**src/verilog/gb_support_pkg.sv**
```systemverilog
// Shared definitions for the console support logic
// Bus widths, boot ROM checksums, download file-type codes and the cheat code layout

package gb_support_pkg;

	// Host download stream
	localparam int io_addr_w = 25;
	localparam int io_data_w = 16;

	// Colour boot ROM identification
	localparam int checksum_w = 18;
	localparam logic [checksum_w-1:0] cgb_custom_checksum   = 18'h2CE10;
	localparam logic [checksum_w-1:0] cgb_original_checksum = 18'h2F3EA;

	////////////////////
	// File-type codes
	////////////////////
	localparam logic [7:0] ft_sgb_border = 8'h02;
	localparam logic [7:0] ft_palette    = 8'h03;
	localparam logic [7:0] ft_cgb_boot   = 8'h04;
	localparam logic [7:0] ft_dmg_boot   = 8'h05;
	localparam logic [7:0] ft_sgb_boot   = 8'h06;
	localparam logic [7:0] ft_megaduck   = 8'h81;
	localparam logic [7:0] ft_cheat      = 8'hFF;
	// Cartridge images match on the low six bits, system select sits above
	localparam logic [5:0] ft_cart_low   = 6'h01;
	localparam logic [7:0] ft_cart_alt   = 8'h80;

	// Backup RAM sectors
	localparam int sector_addr_w = 8;
	localparam int rtc_words     = 5;

	////////////////////
	// Cheat code
	////////////////////
	// Word view is written by the loader, field view is read by the core.
	// Each 32-bit field arrives low word first
	typedef union packed {
		logic [7:0][io_data_w-1:0] words;
		struct packed {
			logic [31:0] flags;
			logic [31:0] address;
			logic [31:0] compare;
			logic [31:0] replace;
		} fields;
	} cheat_code_t;

endpackage

```
**src/verilog/backup_sector_sequencer.sv**
```systemverilog
// Backup RAM sector sequencer
// Loads and saves cartridge RAM through the SD host one sector at a time,
// with an optional trailing sector that holds the real-time clock

module backup_sector_sequencer #(
	parameter int LBA_W = 32
) (
	input  logic                                    clk_sys,
	input  logic                                    reset,
	input  logic                                    cart_download,
	input  logic                                    cart_end,
	input  logic                                    img_mounted,
	input  logic                                    img_readonly,
	input  logic                                    img_size_nonzero,
	input  logic                                    cart_has_save,
	input  logic                                    cram_wr,
	input  logic                                    osd_status,
	input  logic                                    load_req,
	input  logic                                    save_req,
	input  logic                                    autosave_en,
	input  logic [7:0]                              ram_mask_file,
	input  logic                                    rtc_inuse,
	input  logic [31:0]                             rtc_timestamp,
	input  logic [47:0]                             rtc_savedtime,
	input  logic                                    sd_ack,
	input  logic [gb_support_pkg::sector_addr_w-1:0] sd_buff_addr,
	input  logic                                    sd_buff_wr,
	input  logic [gb_support_pkg::io_data_w-1:0]     sd_buff_dout,
	input  logic [gb_support_pkg::io_data_w-1:0]     bk_q,
	output logic [LBA_W-1:0]                        sd_lba,
	output logic                                    sd_rd,
	output logic                                    sd_wr,
	output logic [gb_support_pkg::io_data_w-1:0]     sd_buff_din,
	output logic [gb_support_pkg::sector_addr_w+7:0] bk_addr,
	output logic [gb_support_pkg::io_data_w-1:0]     bk_data,
	output logic                                    bk_wr,
	output logic                                    bk_rtc_wr,
	output logic                                    bk_busy,
	output logic                                    bk_loading,
	output logic                                    sav_pending,
	output logic                                    sav_supported
);

	localparam int rtc_idx_w = $clog2(gb_support_pkg::rtc_words);

	logic       bk_ena;
	logic       new_load;
	logic       cart_q;
	logic       bk_state;
	logic       load_q;
	logic       save_q;
	logic       ack_q;
	logic       bk_load;
	logic       bk_save;
	logic       start_user;
	logic       start_auto;
	logic       start_rd;
	logic       last_sector;
	logic       rtc_sector;
	logic [7:0] lba_low;
	logic [gb_support_pkg::rtc_words-1:0][gb_support_pkg::io_data_w-1:0] rtc_word;

	assign sav_supported = cart_has_save & bk_ena;
	assign bk_busy       = bk_state;

	////////////////////
	// Enable and pending
	////////////////////
	always_ff @(posedge clk_sys) begin
		if (reset) begin
			cart_q      <= 1'b0;
			bk_ena      <= 1'b0;
			new_load    <= 1'b0;
			sav_pending <= 1'b0;
		end else begin
			cart_q <= cart_download;
			// A new cartridge drops the old save file until its image is mounted
			if (cart_download & ~cart_q)
				bk_ena <= 1'b0;
			if (cart_download && img_mounted && !img_readonly)
				bk_ena <= 1'b1;

			if (cart_end & sav_supported)
				new_load <= 1'b1;
			else if (bk_state)
				new_load <= 1'b0;

			if (cram_wr & ~osd_status & sav_supported)
				sav_pending <= 1'b1;
			else if (bk_state)
				sav_pending <= 1'b0;
		end
	end

	////////////////////
	// Sector loop
	////////////////////
	assign bk_load    = load_req | new_load;
	assign bk_save    = save_req | (sav_pending & osd_status & autosave_en);
	assign start_user = bk_ena & ((bk_load & ~load_q) | (bk_save & ~save_q));
	assign start_auto = cart_end & img_size_nonzero & bk_ena;
	assign start_rd   = bk_load | start_auto;

	assign lba_low    = sd_lba[7:0];
	assign rtc_sector = lba_low > ram_mask_file;
	// The clock adds one sector past the RAM image
	assign last_sector = rtc_inuse ? rtc_sector : (lba_low >= ram_mask_file);

	always_ff @(posedge clk_sys) begin
		if (reset) begin
			load_q     <= 1'b0;
			save_q     <= 1'b0;
			ack_q      <= 1'b0;
			bk_state   <= 1'b0;
			bk_loading <= 1'b0;
			sd_lba     <= '0;
			sd_rd      <= 1'b0;
			sd_wr      <= 1'b0;
		end else begin
			load_q <= bk_load;
			save_q <= bk_save;
			ack_q  <= sd_ack;

			// Host has taken the request
			if (sd_ack & ~ack_q) begin
				sd_rd <= 1'b0;
				sd_wr <= 1'b0;
			end

			if (!bk_state) begin
				if (start_user | start_auto) begin
					bk_state   <= 1'b1;
					bk_loading <= start_rd;
					sd_lba     <= '0;
					sd_rd      <= start_rd;
					sd_wr      <= ~start_rd;
				end
			end else if (ack_q & ~sd_ack) begin
				if (last_sector) begin
					bk_state   <= 1'b0;
					bk_loading <= 1'b0;
				end else begin
					sd_lba <= sd_lba + {{(LBA_W-1){1'b0}}, 1'b1};
					sd_rd  <= bk_loading;
					sd_wr  <= ~bk_loading;
				end
			end
		end
	end

	////////////////////
	// Buffer routing
	////////////////////
	assign bk_addr   = {lba_low, sd_buff_addr};
	assign bk_data   = sd_buff_dout;
	assign bk_wr     = ~rtc_sector & sd_buff_wr & sd_ack;
	assign bk_rtc_wr = rtc_sector & sd_buff_wr & sd_ack;

	// Clock sector layout, timestamp low word first, then saved time
	assign rtc_word = {rtc_savedtime, rtc_timestamp};

	always_comb begin
		if (!rtc_sector)
			sd_buff_din = bk_q;
		else if (sd_buff_addr < gb_support_pkg::rtc_words)
			sd_buff_din = rtc_word[sd_buff_addr[rtc_idx_w-1:0]];
		else
			sd_buff_din = '1;
	end

endmodule

```
**src/verilog/boot_rom_monitor.sv**
```systemverilog
// Boot ROM monitor
// Remembers custom boot ROM loads and checksums the colour boot ROM
// to decide whether fast boot and GBA mode are offered

module boot_rom_monitor (
	input  logic                                clk_sys,
	input  logic                                reset,
	input  logic                                ioctl_wr,
	input  logic [gb_support_pkg::io_data_w-1:0] ioctl_dout,
	input  logic                                cgb_boot_download,
	input  logic                                dmg_boot_download,
	input  logic                                boot_start,
	input  logic                                is_gbc,
	output logic                                fastboot_available,
	output logic                                boot_gba_available,
	output logic                                real_cgb_boot
);

	localparam int cw = gb_support_pkg::checksum_w;

	logic          custom_dmg;
	logic          custom_cgb;
	logic [cw-1:0] checksum;
	logic [cw-1:0] byte_hi;
	logic [cw-1:0] byte_lo;
	logic          custom_match;

	assign byte_hi = {{(cw-8){1'b0}}, ioctl_dout[15:8]};
	assign byte_lo = {{(cw-8){1'b0}}, ioctl_dout[7:0]};

	always_ff @(posedge clk_sys) begin
		if (reset) begin
			custom_dmg <= 1'b0;
			custom_cgb <= 1'b0;
			checksum   <= '0;
		end else begin
			// Once loaded, a custom image stays in place until reset
			if (cgb_boot_download)
				custom_cgb <= 1'b1;
			if (dmg_boot_download)
				custom_dmg <= 1'b1;

			if (boot_start)
				checksum <= '0;
			else if (cgb_boot_download && ioctl_wr)
				checksum <= checksum + byte_hi + byte_lo;
		end
	end

	assign custom_match  = (checksum == gb_support_pkg::cgb_custom_checksum);
	assign real_cgb_boot = (checksum == gb_support_pkg::cgb_original_checksum);

	// Fast boot needs the built-in ROM or the known custom colour ROM
	assign fastboot_available = !((is_gbc && custom_cgb && !custom_match) ||
		(!is_gbc && custom_dmg));

	// GBA mode works with the built-in, the original or the known custom ROM
	assign boot_gba_available = !custom_cgb || real_cgb_boot || custom_match;

endmodule

```
**src/verilog/cheat_code_loader.sv**
```systemverilog
// Cheat code loader
// Collects eight host words into one cheat code and flags it complete

module cheat_code_loader (
	input  logic                                clk_sys,
	input  logic                                reset,
	input  logic                                cheat_download,
	input  logic                                ioctl_wr,
	input  logic [gb_support_pkg::io_addr_w-1:0] ioctl_addr,
	input  logic [gb_support_pkg::io_data_w-1:0] ioctl_dout,
	output gb_support_pkg::cheat_code_t         cheat_code,
	output logic                                code_valid
);

	logic       word_wr;
	logic [2:0] slot;

	// Only even byte offsets carry a word
	assign word_wr = cheat_download & ioctl_wr & ~ioctl_addr[0];

	// Offset pairs go flags, address, compare, replace from the top field down.
	// Within a pair the low word comes first
	assign slot = {~ioctl_addr[3], ~ioctl_addr[2], ioctl_addr[1]};

	always_ff @(posedge clk_sys) begin
		if (word_wr)
			cheat_code.words[slot] <= ioctl_dout;
	end

	// Replace high word at offset 14 closes the code
	always_ff @(posedge clk_sys) begin
		if (reset)
			code_valid <= 1'b0;
		else
			code_valid <= word_wr && (ioctl_addr[3:0] == 4'd14);
	end

endmodule

```
**src/verilog/download_router.sv**
```systemverilog
// Download router
// Sorts the host download by file type and marks colour boot start and cartridge end

module download_router (
	input  logic       clk_sys,
	input  logic       reset,
	input  logic       ioctl_download,
	input  logic [7:0] filetype,
	output logic       cart_download,
	output logic       palette_download,
	output logic       border_download,
	output logic       cgb_boot_download,
	output logic       dmg_boot_download,
	output logic       sgb_boot_download,
	output logic       boot_download,
	output logic       cheat_download,
	output logic       boot_start,
	output logic       cart_end
);

	logic cart_q;
	logic cgb_boot_q;

	// Cartridge covers every system variant of the low code, MegaDuck included
	assign cart_download = ioctl_download &&
		(filetype[5:0] == gb_support_pkg::ft_cart_low || filetype == gb_support_pkg::ft_cart_alt);

	assign palette_download  = ioctl_download && (filetype == gb_support_pkg::ft_palette);
	assign border_download   = ioctl_download && (filetype == gb_support_pkg::ft_sgb_border);
	assign cgb_boot_download = ioctl_download && (filetype == gb_support_pkg::ft_cgb_boot);
	assign dmg_boot_download = ioctl_download && (filetype == gb_support_pkg::ft_dmg_boot);
	assign sgb_boot_download = ioctl_download && (filetype == gb_support_pkg::ft_sgb_boot);
	assign cheat_download    = ioctl_download && (filetype == gb_support_pkg::ft_cheat);
	assign boot_download     = cgb_boot_download | dmg_boot_download | sgb_boot_download;

	// Edge pulses land one cycle after the class changes
	always_ff @(posedge clk_sys) begin
		if (reset) begin
			cart_q     <= 1'b0;
			cgb_boot_q <= 1'b0;
			boot_start <= 1'b0;
			cart_end   <= 1'b0;
		end else begin
			cart_q     <= cart_download;
			cgb_boot_q <= cgb_boot_download;
			boot_start <= cgb_boot_download & ~cgb_boot_q;
			cart_end   <= cart_q & ~cart_download;
		end
	end

endmodule

```
**src/verilog/gb_support_top.sv**
```systemverilog
// Console support logic top level
// Download classification, boot ROM tracking, cheat loading and backup RAM transfers

module gb_support_top #(
	parameter int LBA_W = 32
) (
	input  logic                                    clk_sys,
	input  logic                                    reset,
	// Host download stream
	input  logic                                    ioctl_download,
	input  logic                                    ioctl_wr,
	input  logic [gb_support_pkg::io_addr_w-1:0]     ioctl_addr,
	input  logic [gb_support_pkg::io_data_w-1:0]     ioctl_dout,
	input  logic [7:0]                              filetype,
	input  logic                                    is_gbc,
	// SD image and sector buffer
	input  logic                                    img_mounted,
	input  logic                                    img_readonly,
	input  logic                                    img_size_nonzero,
	input  logic                                    sd_ack,
	input  logic [gb_support_pkg::sector_addr_w-1:0] sd_buff_addr,
	input  logic                                    sd_buff_wr,
	input  logic [gb_support_pkg::io_data_w-1:0]     sd_buff_dout,
	// Cartridge and clock state
	input  logic [gb_support_pkg::io_data_w-1:0]     bk_q,
	input  logic                                    cart_has_save,
	input  logic [7:0]                              ram_mask_file,
	input  logic                                    rtc_inuse,
	input  logic [31:0]                             rtc_timestamp,
	input  logic [47:0]                             rtc_savedtime,
	input  logic                                    cram_wr,
	// OSD controls
	input  logic                                    osd_status,
	input  logic                                    load_req,
	input  logic                                    save_req,
	input  logic                                    autosave_en,

	output logic                                    cart_download,
	output logic                                    palette_download,
	output logic                                    border_download,
	output logic                                    boot_download,
	output logic                                    fastboot_available,
	output logic                                    boot_gba_available,
	output logic                                    real_cgb_boot,
	output gb_support_pkg::cheat_code_t             cheat_code,
	output logic                                    code_valid,
	output logic [LBA_W-1:0]                        sd_lba,
	output logic                                    sd_rd,
	output logic                                    sd_wr,
	output logic [gb_support_pkg::io_data_w-1:0]     sd_buff_din,
	output logic [gb_support_pkg::sector_addr_w+7:0] bk_addr,
	output logic [gb_support_pkg::io_data_w-1:0]     bk_data,
	output logic                                    bk_wr,
	output logic                                    bk_rtc_wr,
	output logic                                    bk_busy,
	output logic                                    bk_loading,
	output logic                                    sav_pending,
	output logic                                    sav_supported
);

	logic cgb_boot_download;
	logic dmg_boot_download;
	logic cheat_download;
	logic boot_start;
	logic cart_end;

	download_router u_download_router (
		.clk_sys           (clk_sys),
		.reset             (reset),
		.ioctl_download    (ioctl_download),
		.filetype          (filetype),
		.cart_download     (cart_download),
		.palette_download  (palette_download),
		.border_download   (border_download),
		.cgb_boot_download (cgb_boot_download),
		.dmg_boot_download (dmg_boot_download),
		// SGB boot ROM image is taken by the console core itself
		.sgb_boot_download (),
		.boot_download     (boot_download),
		.cheat_download    (cheat_download),
		.boot_start        (boot_start),
		.cart_end          (cart_end)
	);

	boot_rom_monitor u_boot_rom_monitor (
		.clk_sys            (clk_sys),
		.reset              (reset),
		.ioctl_wr           (ioctl_wr),
		.ioctl_dout         (ioctl_dout),
		.cgb_boot_download  (cgb_boot_download),
		.dmg_boot_download  (dmg_boot_download),
		.boot_start         (boot_start),
		.is_gbc             (is_gbc),
		.fastboot_available (fastboot_available),
		.boot_gba_available (boot_gba_available),
		.real_cgb_boot      (real_cgb_boot)
	);

	cheat_code_loader u_cheat_code_loader (
		.clk_sys        (clk_sys),
		.reset          (reset),
		.cheat_download (cheat_download),
		.ioctl_wr       (ioctl_wr),
		.ioctl_addr     (ioctl_addr),
		.ioctl_dout     (ioctl_dout),
		.cheat_code     (cheat_code),
		.code_valid     (code_valid)
	);

	backup_sector_sequencer #(
		.LBA_W (LBA_W)
	) u_backup_sector_sequencer (
		.clk_sys          (clk_sys),
		.reset            (reset),
		.cart_download    (cart_download),
		.cart_end         (cart_end),
		.img_mounted      (img_mounted),
		.img_readonly     (img_readonly),
		.img_size_nonzero (img_size_nonzero),
		.cart_has_save    (cart_has_save),
		.cram_wr          (cram_wr),
		.osd_status       (osd_status),
		.load_req         (load_req),
		.save_req         (save_req),
		.autosave_en      (autosave_en),
		.ram_mask_file    (ram_mask_file),
		.rtc_inuse        (rtc_inuse),
		.rtc_timestamp    (rtc_timestamp),
		.rtc_savedtime    (rtc_savedtime),
		.sd_ack           (sd_ack),
		.sd_buff_addr     (sd_buff_addr),
		.sd_buff_wr       (sd_buff_wr),
		.sd_buff_dout     (sd_buff_dout),
		.bk_q             (bk_q),
		.sd_lba           (sd_lba),
		.sd_rd            (sd_rd),
		.sd_wr            (sd_wr),
		.sd_buff_din      (sd_buff_din),
		.bk_addr          (bk_addr),
		.bk_data          (bk_data),
		.bk_wr            (bk_wr),
		.bk_rtc_wr        (bk_rtc_wr),
		.bk_busy          (bk_busy),
		.bk_loading       (bk_loading),
		.sav_pending      (sav_pending),
		.sav_supported    (sav_supported)
	);

endmodule
```
**config.mk**
```make
export PLATFORM = sky130hd
export DESIGN_NAME = gb_support_top
export DESIGN_NICKNAME = d
export VERILOG_FILES = /design/src/verilog/gb_support_pkg.sv /design/src/verilog/backup_sector_sequencer.sv /design/src/verilog/boot_rom_monitor.sv /design/src/verilog/cheat_code_loader.sv /design/src/verilog/download_router.sv /design/src/verilog/gb_support_top.sv
export SDC_FILE = /design/constraint.sdc
export NUM_CORES = 1
export LEC_CHECK = 0
export BUFFER_PORTS_ARGS = -buffer_cell sky130_fd_sc_hd__buf_2
export CORE_AREA = 4 4 158 160
export CTS_CLUSTER_DIAMETER = 50
export CTS_CLUSTER_SIZE = 14
export DETAILED_ROUTE_END_ITERATION = 16
export DIE_AREA = 0 0 162 164
export GPL_TIMING_DRIVEN = 1
export PLACE_DENSITY = 0.76
export SLEW_MARGIN = 40
export SYNTH_ARGS = -nofsm -noshare
export SYNTH_HDL_FRONTEND = slang
export SYNTH_SLANG_ARGS = --single-unit
```
**constraint.sdc**
```tcl
create_clock -name clk_sys -period 6.7 [get_ports clk_sys]
set_input_delay 0.335 -clock clk_sys [delete_from_list [all_inputs] [get_ports clk_sys]]
set_output_delay 0.335 -clock clk_sys [all_outputs]
set_load 0.01 [all_outputs]
```
==> results.py, run 1 <==
metrics = {
    "outcome": {
        "status": "completed",
    },
    "power": {
        "ir_drop_mv": 0.153,
        "total_power_w": 0.00248,
        "power_density_nw_per_um2": 216,
        "p_leak_nw": 4.78,
    },
    "cells_and_area": {
        "final_cells": 1398,
        "register_area_sq_um": 5180,
        "drive_gt1_share_pct": 41.5,
        "nFillCells": 2164,
        "fin_util_pct": 49.1,
        "largest_register_ffs": 128,
        "nets": 1284,
        "area_delta_synth_final_pct": 29.5,
        "multi_input_area_sq_um": 3310,
    },
    "grt": {
        "grt_pass1_wl_microns": 43100,
        "gr-total-overflow": 0,
        "antenna_found_initial": 3,
        "grt_max_degree": 35,
        "grt_usage_pct": 21.3,
        "grt_pass1_vias": 7240,
    },
    "placement": {
        "numPortBuffers": 364,
        "dp_hpwl_microns": 22700,
        "place.gp.congestion": 0.960,
        "dp.cells": 1363,
    },
    "clocking": {
        "clock_path_buffers": 2,
        "cts_sinks": 195,
        "clk_pin_slew_ns": 0.09,
        "cts_hold_buf": 0,
        "cts.root.buffer_cell": "clkbuf_16",
        "post_cts_buffers": 0,
        "clock_latency_ns": 0.44,
        "htreeDepth": 4,
        "cts_buffers": 17,
        "ctsResizeCount": 0,
        "cts_tree": "built",
    },
    "synth": {
        "ys_seq_elements": 195,
        "synth_nets": 950,
        "seq_area_frac_synth_pct": 58.4,
        "synth_edf_count": 128,
        "netlist_area_sq_um": 8870,
        "ys_async_sr_fraction_pct": 0,
        "yosysWarnings": 0,
        "synthFlopType": "edfxtp_1",
        "synth.avg_cell_area_sq_um": 12.2,
        "synthCells": 730,
        "synthDistinctLibCells": 69,
    },
    "setup_path": {
        "cp_cell_sequence": "ha_1, nor2b_1, o31ai_1, a21boi_0, a2bb2oi_2, buf_4, a21oi_1, buf_2",
        "worstPathMaxFanout": 34,
        "endpoint_kind": "output port",
        "critPathTopFamily": "compound AO/OA/AOI/OAI gates",
        "slowest_delay_ns": 0.48,
        "crit_path_start_kind": "flip-flop",
        "cp.arrival_ns": 2.81,
        "critical_path_class": "flip-flop to output port",
        "crit_buf_inv": 2,
        "crit_required_ns": 6.36,
        "cpMaxStageDelayCell": "dfxtp_1",
    },
    "die": {
        "core_area_sq_um": 23400,
        "die_w_microns": 162,
        "io_pins": 418,
        "die_h_microns": 164,
        "die_area_sq_um": 26600,
        "rows": 56,
        "initial_core_util_pct": 37.9,
    },
    "sta": {
        "tns_ns": 0,
        "hold_viol_final": 0,
        "clock.fmax_ghz": 0.318,
        "finalClockSkew_ns": 0.0238,
        "maxSlewViolCount": 0,
        "tightest_slew_ns": 0.703,
        "grt_setup_unrepaired": "false",
        "post-route-period-util_pct": 47.0,
        "setup_viol": 0,
        "slew_headroom_pct": 53.1,
        "min_period_ns": 3.15,
    },
    "route": {
        "postRouteAntennaNets": 0,
        "drt-initial-drc-count": 506,
        "drtPass1Iterations": 5,
        "drc": 0,
        "num_vias": 7444,
        "wl_met1_microns": 11100,
        "routed.top_layer": "met5",
        "met2_length_microns": 15000,
        "routed_via_density": 5.32,
        "avgRoutedWirePerCell_microns": 20.9,
        "routed_wl_microns": 29200,
        "wl_met3_microns": 2320,
    },
    "worst_hold_path": {
        "hold_class": "input port to flip-flop",
    },
    "run": {
        "cap_viol_max_count": 0,
    },
}
==> layout by cell type, fill, tap and decap left out, types with 12 or more instances in the layout <==
cell type	n
buf_2	365
o31ai_1	18
nor2_1	52
clkbuf_16	17
inv_1	29
ha_1	17
o21ai_0	24
nand2_1	37
nand3_1	26
edfxtp_1	128
dfxtp_1	67
o211ai_1	13
mux4_2	16
nor3_1	12
a21oi_1	45
a221oi_1	16
==> tightest hold or removal path: stages <==
cell	delay, ns
buf_2	0.07
a31oi_1	0.06
nor2_1	0.09
==> cell usage after synthesis (3+ instances only) <==
master | instances | area (sq um)
fa_1 | 9 | 180
xor2_1 | 3 | 26.3
nor2_1 | 54 | 203
or4_1 | 8 | 60.1
a31oi_1 | 10 | 62.6
and3_1 | 10 | 62.6
o31ai_1 | 18 | 135
and4_1 | 9 | 78.8
nand4_1 | 10 | 62.6
or3_1 | 9 | 56.3
nor4_1 | 11 | 68.8
ha_1 | 17 | 213
buf_2 | 3 | 15.0
nand3b_1 | 4 | 30.0
and3b_1 | 3 | 26.3
nor2b_1 | 5 | 31.3
buf_4 | 33 | 248
clkbuf_1 | 18 | 67.6
a211oi_1 | 3 | 22.5
edfxtp_1 | 128 | 3840
dfxtp_1 | 67 | 1340
a221oi_1 | 16 | 140
a21oi_1 | 45 | 225
and2_1 | 5 | 31.3
nor3b_1 | 4 | 30.0
a21o_1 | 9 | 67.6
mux4_2 | 16 | 360
mux2i_1 | 5 | 50.1
nand2b_1 | 3 | 18.8
o21ai_0 | 25 | 125
a211o_1 | 6 | 52.6
inv_1 | 29 | 109
nor3_1 | 14 | 70.1
nand3_1 | 26 | 130
o211ai_1 | 13 | 97.6
nand2_1 | 37 | 139
==> metrics by stage <==
stage / hold WS [ns] / area [sq um] / setup WS (ns)
CTS: 0.154 / 11500 / 3.58
finish: 0.171 / 11500 / 3.55
floorplan: 0.368 / 8870 / 4.09
global placement: 0.370 / 10800 / 3.71
detailed placement: 0.387 / 10900 / 3.71
global route: 0.160 / 11500 / 3.38
==> cell type report <==
type                    instances  area share, %
clock buffers                  17           3.70
inverters                      31           1.01
multi-input cells             448           28.8
repair buffers                371           16.3
flip-flops and latches        195           45.1
clock inverters                15           1.51
well taps                     319           3.47
diodes                          2         0.0436
==> report_power, final <==
group	internal [W]	leakage, nW	switching, W
sequential	0.00128	1.69	0.000000614
combinational	0.0000820	2.80	0.000105
clock	0.000507	0.287	0.000510
total	0.00187	4.78	0.000615
==> cell families after synthesis <==
logic type	Yosys count	synth area share, %
compound gates	169	12.9
mux	21	4.63
buf+inv	87	5.12
simple gates	227	14.0
flops	195	58.4
fa+ha+maj	26	4.43
xor+xnor	5	0.494
==> path summary, 6_finish.rpt <==
path                                                    startpoint                                          end  cells after the start  slack, ns
hold reg to reg            u_download_router.cgb_boot_q$_SDFF_PP0_      u_download_router.boot_start$_SDFF_PP0_                      1       0.39
setup / recovery  u_backup_sector_sequencer.sd_lba[1]$_SDFFE_PP0P_                              sd_buff_din[11]                      8       3.55
hold / removal                                            save_req  u_backup_sector_sequencer.save_q$_SDFF_PP0_                      3       0.17
setup reg to reg       u_boot_rom_monitor.checksum[1]$_SDFFE_PP0P_  u_boot_rom_monitor.checksum[9]$_SDFFE_PP0P_                      9       3.79
==> layer usage <==
metal  GRT usage (%)  vias up
met5               0        -
li1                -     3465
met4            7.88        2
met1            25.5     3517
met3            4.47       42
met2            37.8      418
Note: power is estimated with default switching activity, not from simulation.
==> run 2: changes to the inputs <==
--- a/config.mk
+++ b/config.mk
@@ -5,14 +5,15 @@
 export SDC_FILE = /design/constraint.sdc
 export NUM_CORES = 1
 export LEC_CHECK = 0
+export ABC_AREA = 1
 export BUFFER_PORTS_ARGS = -buffer_cell sky130_fd_sc_hd__buf_2
-export CORE_AREA = 4 4 158 160
+export CORE_AREA = 4 4 162 164
 export CTS_CLUSTER_DIAMETER = 50
 export CTS_CLUSTER_SIZE = 14
 export DETAILED_ROUTE_END_ITERATION = 16
-export DIE_AREA = 0 0 162 164
+export DIE_AREA = 0 0 166 168
 export GPL_TIMING_DRIVEN = 1
-export PLACE_DENSITY = 0.76
+export PLACE_DENSITY = 0.77
 export SLEW_MARGIN = 40
 export SYNTH_ARGS = -nofsm -noshare
 export SYNTH_HDL_FRONTEND = slang
==> constraint.sdc (replaced) <==
create_clock -name clk_sys -period 3.15 [get_ports clk_sys]
set_input_delay 0.1575 -clock clk_sys [delete_from_list [all_inputs] [get_ports clk_sys]]
set_output_delay 0.1575 -clock clk_sys [all_outputs]
set_load 0.01 [all_outputs]
==> run 2 against run 1 <==
Critical path depth is 7 higher. Global-route usage is 0.16 points higher. Core utilization is 1.1 points higher. Power is 130% higher. First-iteration DRC count is 37% higher. Hold slack worse by 0.16 ns. Clock skew is 0.0098 ns lower. Sequential share of layout area is 3.6 points lower. Critical path type unchanged. Critical endpoint is now sd_buff_din[8]. Largest cell class unchanged. Highest routed layer is now met4.
==> results.py, run 2 <==
metrics = {
    "power": {
        "netSwitchingFraction_pct": 27.7,
        "ir_drop_mv": 0.338,
        "p_sw_w": 0.00156,
        "p_leak_nw": 5.35,
        "p_comb_share_pct": 9.8,
        "p_clk_share_pct": 41.2,
        "p_seq_share_pct": 49.0,
        "power_density_nw_per_um2": 451,
        "p_int_w": 0.00407,
    },
    "cells_and_area": {
        "area_delta_synth_final_pct": 27.6,
        "nFillCells": 2271,
        "final_common_cell": "buf_2",
        "final_cell_mix": "buf_2 (364), nand2_1 (212), nor2_1 (149)",
        "drive_gt1_share_pct": 31.7,
        "largest_register_ffs": 128,
        "nets": 1653,
    },
    "synth": {
        "synthCells": 1095,
        "synth_common_cells": "nand2_1 (212), nor2_1 (149), edfxtp_1 (128)",
        "synth_simple_gate_area_share_pct": 24.3,
        "synth.avg_cell_area_sq_um": 8.94,
        "ys_async_sr_fraction_pct": 0,
        "muxShareOfSynthArea_pct": 0,
        "synth_top_family_by_area": "simple AND/OR/NAND/NOR gates",
        "netlist_area_sq_um": 9790,
        "synthAdderAreaFrac_pct": 4.01,
        "synth_edf_count": 128,
        "synthTopCellsByArea": "edfxtp_1 (39%), dfxtp_1 (14%), nand2_1 (8.1%), nor2_1 (5.7%), inv_1 (4.2%)",
        "yosysWarnings": 0,
        "synth_top_cell_by_area": "edfxtp_1",
        "synthFlopType": "edfxtp_1",
        "yosysMostFrequentCell": "nand2_1",
        "synthDistinctLibCells": 44,
        "synth_compound_gate_area_share_pct": 8.70,
        "synthXorXnorAreaFrac_pct": 1.07,
        "seq_area_frac_synth_pct": 53.0,
        "ys_seq_elements": 195,
        "synth_nets": 1315,
        "synth.top_cell.area_share_pct": 39.3,
    },
    "grt": {
        "grt_pass1_wl_microns": 47400,
        "grt_usage_pct": 21.4,
        "antenna_found_initial": 0,
        "gr-total-overflow": 0,
        "grt_max_degree": 38,
        "grt_pass1_vias": 8631,
    },
    "placement": {
        "dpl_worst_slack_ns": 0.492,
        "place.gp.congestion": 0.967,
        "dp_hpwl_microns": 23800,
        "numPortBuffers": 364,
    },
    "route": {
        "num_vias": 9032,
        "routed_via_density": 5.08,
        "drt-initial-drc-count": 695,
        "drtPass1Iterations": 6,
        "drc": 0,
        "postRouteAntennaNets": 0,
        "routed_wl_microns": 31100,
        "avgRoutedWirePerCell_microns": 17.5,
    },
    "sta": {
        "layout_setup_ws_ns": 0.328,
        "min_period_ns": 2.82,
        "finalClockSkew_ns": 0.0140,
        "tightest_slew_ns": 0.656,
        "clock.fmax_ghz": 0.354,
        "grt_setup_unrepaired": "false",
        "hold_viol_final": 0,
        "setup_viol": 0,
        "post-route-period-util_pct": 89.6,
        "slew_headroom_pct": 56.2,
        "maxSlewViolCount": 0,
        "tns_ns": 0,
    },
    "run": {
        "cap_viol_max_count": 0,
    },
    "setup_path": {
        "slowest_delay_ns": 0.53,
        "critical_path_class": "flip-flop to output port",
        "critPathTopFamily": "buffers and inverters",
        "worstPathMaxFanout": 33,
        "worstSetupStartpoint": "u_backup_sector_sequencer.sd_lba[0]$_SDFFE_PP0P_",
        "cpMaxStageDelayCell": "dfxtp_1",
        "endpoint_kind": "output port",
        "r2r_start": "u_boot_rom_monitor.checksum[1]$_SDFFE_PP0P_",
        "cp.arrival_ns": 2.66,
        "cp_cell_sequence": "inv_1, ha_1, inv_1, nand2_1, nand2_1, nand2_1, nand2_1, nand2_1, nand2_1, nand2_1, inv_1, buf_4, nor2_1, a41oi_1, buf_2",
        "crit_required_ns": 2.99,
        "crit_path_start_kind": "flip-flop",
        "crit_buf_inv": 5,
        "crit_path_frequent_cell": "nand2_1",
    },
    "die": {
        "initial_core_util_pct": 39.3,
        "die_h_microns": 168,
        "rows": 58,
        "die_area_sq_um": 27900,
        "io_pins": 418,
        "die_w_microns": 166,
        "core_area_sq_um": 24900,
    },
    "clocking": {
        "cts_buffers": 17,
        "clk_pin_slew_ns": 0.09,
        "clock_path_buffers": 2,
        "cts_sinks": 195,
        "htreeDepth": 4,
        "cts.root.buffer_cell": "clkbuf_16",
        "clock_latency_ns": 0.44,
        "cts_tree": "built",
        "ctsResizeCount": 0,
    },
    "worst_hold_path": {
        "hold_class": "input port to flip-flop",
        "min-delay-start": "autosave_en",
    },
    "outcome": {
        "status": "completed",
    },
}
run 2: worst paths after layout:
kind / to / slack (ns) / cells after the start
worst max-delay path: sd_buff_din[8] / 0.33 / 15
worst min-delay path: u_backup_sector_sequencer.save_q$_SDFF_PP0_ / 0.01 / 3
worst max register to register: u_boot_rom_monitor.checksum[15]$_SDFFE_PP0P_ / 0.59 / 10
worst min register to register: u_download_router.boot_start$_SDFF_PP0_ / 0.39 / 1
run 2: final cells by class:
class | instances | area (sq um) | share of cell area, %
Antenna cell | 1 | 2.50 | 0.0200
Clock buffer | 17 | 425 | 3.40
Clock inverter | 15 | 220 | 1.76
Inverter | 112 | 420 | 3.36
Multi-Input combinational cell | 714 | 3770 | 30.2
Sequential cell | 195 | 5180 | 41.5
Tap cell | 330 | 413 | 3.30
Timing Repair Buffer | 393 | 2050 | 16.4
run 2: metal layers:
layer	up-vias	share of wire (%)	global-route usage, %
met5	-	0	0
met4	0	4.0	9.11
met1	4094	38	24.9
met2	502	49	38.2
met3	65	8.1	4.81
li1	4371	-	-
run 2: power by group through the flow:
stage	registers (W)	clock network (W)	logic, W
final	0.00276	0.00232	0.000550
after global routing	0.00276	0.00249	0.000609
after CTS	0.00276	0.00237	0.000548
after detailed placement	0.00282	0	0.000541
after global placement	0.00282	0	0.000528
after floorplan	0.00282	0	0.000307
run 2: repair_timing:
action,in CTS,in global routing
buffers inserted,0,0
hold buffers,6,0
endpoints found under the hold margin,4,0
run 2: worst min-delay path, stage by stage:
cell,delay [ns]
buf_2,0.09
nand3_1,0.10
a21oi_1,0.06
run 2: per-stage QoR:
stage / instances / utilization, % / area (sq um) / power [W] / hold slack [ns]
finish: 1777 / 50.2 / 12500 / 0.00563 / 0.0107
global route: 1776 / 50.2 / 12500 / 0.00586 / 0.0315
CTS: 1775 / 50.2 / 12500 / 0.00568 / 0.000550
detailed placement: 1737 / 47.3 / 11800 / 0.00336 / 0.315
global placement: 1737 / 47.3 / 11800 / 0.00335 / 0.315
floorplan: 1095 / - / 9790 / 0.00313 / 0.256
run 2: logic make-up after synthesis:
group                    Yosys count
AND/OR/NAND/NOR                  526
buffers and inverters            186
XOR/XNOR                          12
flip-flops                       195
AO/OA/AOI/OAI                    150
adder cells (fa/ha/maj)           26
==> run 3: changes to the inputs <==
--- a/config.mk
+++ b/config.mk
@@ -5,15 +5,15 @@
 export SDC_FILE = /design/constraint.sdc
 export NUM_CORES = 1
 export LEC_CHECK = 0
-export ABC_AREA = 1
 export BUFFER_PORTS_ARGS = -buffer_cell sky130_fd_sc_hd__buf_2
-export CORE_AREA = 4 4 162 164
+export CORE_AREA = 4 4 160 162
 export CTS_CLUSTER_DIAMETER = 50
 export CTS_CLUSTER_SIZE = 14
 export DETAILED_ROUTE_END_ITERATION = 16
-export DIE_AREA = 0 0 166 168
+export DIE_AREA = 0 0 164 166
 export GPL_TIMING_DRIVEN = 1
-export PLACE_DENSITY = 0.77
+export PLACE_DENSITY = 0.75
+export RECOVER_POWER = 25
 export SLEW_MARGIN = 40
 export SYNTH_ARGS = -nofsm -noshare
 export SYNTH_HDL_FRONTEND = slang
==> run 3 against run 2 <==
Largest cell class unchanged. Critical path depth shrank 4. Critical path type is now input port to flip-flop. Setup slack lost 0.10 ns. Routed wire length shrank 8.4%. Sequential cell count is the same. Cell count shrank 20%.
==> results.py, run 3 (synthesis results as in run 1) <==
metrics = {
    "outcome": {
        "status": "completed",
    },
    "cells_and_area": {
        "final_cells": 1427,
        "area_delta_synth_final_pct": 31.3,
        "drive_gt1_share_pct": 39.7,
        "nets": 1308,
        "largest_register_ffs": 128,
        "final_common_cell": "buf_2",
        "final_cell_mix": "buf_2 (343), edfxtp_1 (128), dfxtp_1 (67)",
    },
    "grt": {
        "antenna_found_initial": 2,
        "use_met3_pct": 3.57,
        "grt_max_degree": 35,
        "grt_usage_pct": 20.3,
        "grt-busiest-layer": "met2",
        "grt_pass1_wl_microns": 42500,
        "met2_usage_pct": 36.1,
        "grt_pass1_vias": 7199,
        "met1_usage_pct": 24.4,
        "gr-total-overflow": 0,
    },
    "run": {
        "cap_viol_max_count": 0,
    },
    "power": {
        "ir_drop_mv": 0.327,
        "power_density_nw_per_um2": 459,
        "p_leak_nw": 4.84,
    },
    "route": {
        "drc": 0,
        "avgRoutedWirePerCell_microns": 20.0,
        "postRouteAntennaNets": 0,
        "num_vias": 7546,
        "drt-initial-drc-count": 655,
        "routed_wl_microns": 28500,
        "drtPass1Iterations": 5,
        "routed_via_density": 5.29,
    },
    "die": {
        "initial_core_util_pct": 36.8,
        "die_w_microns": 164,
        "die_h_microns": 166,
        "io_pins": 418,
        "die_area_sq_um": 27200,
        "rows": 57,
        "core_area_sq_um": 24100,
    },
    "sta": {
        "post-route-period-util_pct": 92.7,
        "finalClockSkew_ns": 0.0213,
        "grt_setup_unrepaired": "false",
        "tns_ns": 0,
        "maxSlewViolCount": 0,
        "hold_viol_final": 0,
        "clock.fmax_ghz": 0.342,
        "tightest_slew_ns": 1.06,
        "slew_headroom_pct": 29.4,
        "setup_viol": 0,
        "min_period_ns": 2.92,
    },
    "worst_hold_path": {
        "hold_class": "input port to flip-flop",
    },
    "placement": {
        "numPortBuffers": 364,
        "dp.cells": 1387,
        "dp_hpwl_microns": 22000,
        "place.gp.congestion": 0.926,
    },
    "clocking": {
        "cts_tree": "built",
        "htreeDepth": 4,
        "clk_pin_slew_ns": 0.08,
        "cts.root.buffer_cell": "clkbuf_16",
        "cts_buffers": 17,
        "clock_path_buffers": 2,
        "cts_sinks": 195,
        "clock_latency_ns": 0.45,
    },
    "setup_path": {
        "worstPathMaxFanout": 9,
        "crit_path_start_kind": "input port",
        "cp.arrival_ns": 3.23,
        "critical_path_class": "input port to flip-flop",
        "crit_required_ns": 3.46,
        "rrSetupSlack_ns": 0.28,
        "endpoint_kind": "flip-flop",
    },
}
## run 3: cell count changes in the layout (fill, tap and decap cells not counted), moves of 17 or more
cell | previous run | this run
nand2_1 | 212 | 37
nor2_1 | 149 | 53
inv_1 | 108 | 29
nand3_1 | 59 | 26
nand4_1 | 43 | 10
clkbuf_1 | 0 | 22
buf_2 | 364 | 343
o21ai_0 | 46 | 25
a21oi_1 | 64 | 45
o31ai_1 | 1 | 18
## run 3: per-layer routing
layer  wire length (microns)  vias to the layer above
met5                       0                        -
met4                     942                        0
met3                    2150                       50
met2                   14500                      450
met1                   10900                     3539
li1                        -                     3507
## run 3: per-stage QoR
step | util, % | area [sq um] | hold WS, ns | setup slack (ns) | total power, W
after floorplan | - | 8870 | 0.256 | 0.572 | 0.00299
after global placement | 45.6 | 11000 | 0.315 | 0.379 | 0.00317
after detailed placement | 45.6 | 11000 | 0.315 | 0.308 | 0.00318
after CTS | 48.4 | 11700 | 0.0113 | 0.258 | 0.00539
after global routing | 48.3 | 11700 | 0.0329 | 0.0136 | 0.00557
final | 48.3 | 11700 | 0.0479 | 0.229 | 0.00534
## run 3: path summary, 6_finish.rpt
path	from	to	depth (start not counted)
hold reg to reg	u_download_router.cgb_boot_q$_SDFF_PP0_	u_download_router.boot_start$_SDFF_PP0_	1
setup reg to reg	u_boot_rom_monitor.checksum[1]$_SDFFE_PP0P_	u_boot_rom_monitor.checksum[11]$_SDFFE_PP0P_	9
setup / recovery	ioctl_dout[9]	u_boot_rom_monitor.checksum[11]$_SDFFE_PP0P_	11
hold / removal	sd_ack	u_backup_sector_sequencer.ack_q$_SDFF_PP0_	2
## run 3: critical path, stage by stage
cell and delay [ns]:
dlygate4sd3_1 0.52, buf_2 0.17, fa_1 0.46, ha_1 0.23, fa_1 0.41, a21o_1 0.18, a21o_1 0.19, and2_1 0.19
o31ai_1 0.46, or4_1 0.19, a21oi_1 0.06
## run 3: power by group
part | leakage (nW) | internal, W | switching (W) | total, W
Sequential | 1.69 | 0.00272 | 0.00000118 | 0.00272
Combinational | 2.85 | 0.000178 | 0.000226 | 0.000404
Clock | 0.300 | 0.00110 | 0.00112 | 0.00222
## run 3: area by class of cell
cell class	instances	area (sq um)
fillers	2216	12500
flip-flops and latches	195	5180
multi-input cells	448	3280
repair buffers	395	2040
clock buffers	17	425
well taps	324	405
clock inverters	15	194
inverters	31	116
diodes	2	5.00
## run 3: what timing repair did
| item | 4_1_cts | 5_1_grt |
|---|---|---|
| hold buffers | 6 | 0 |
| gates resized for setup | 0 | 0 |
| endpoints found under the hold margin | 12 | 0 |
| setup buffers | 0 | 0 |
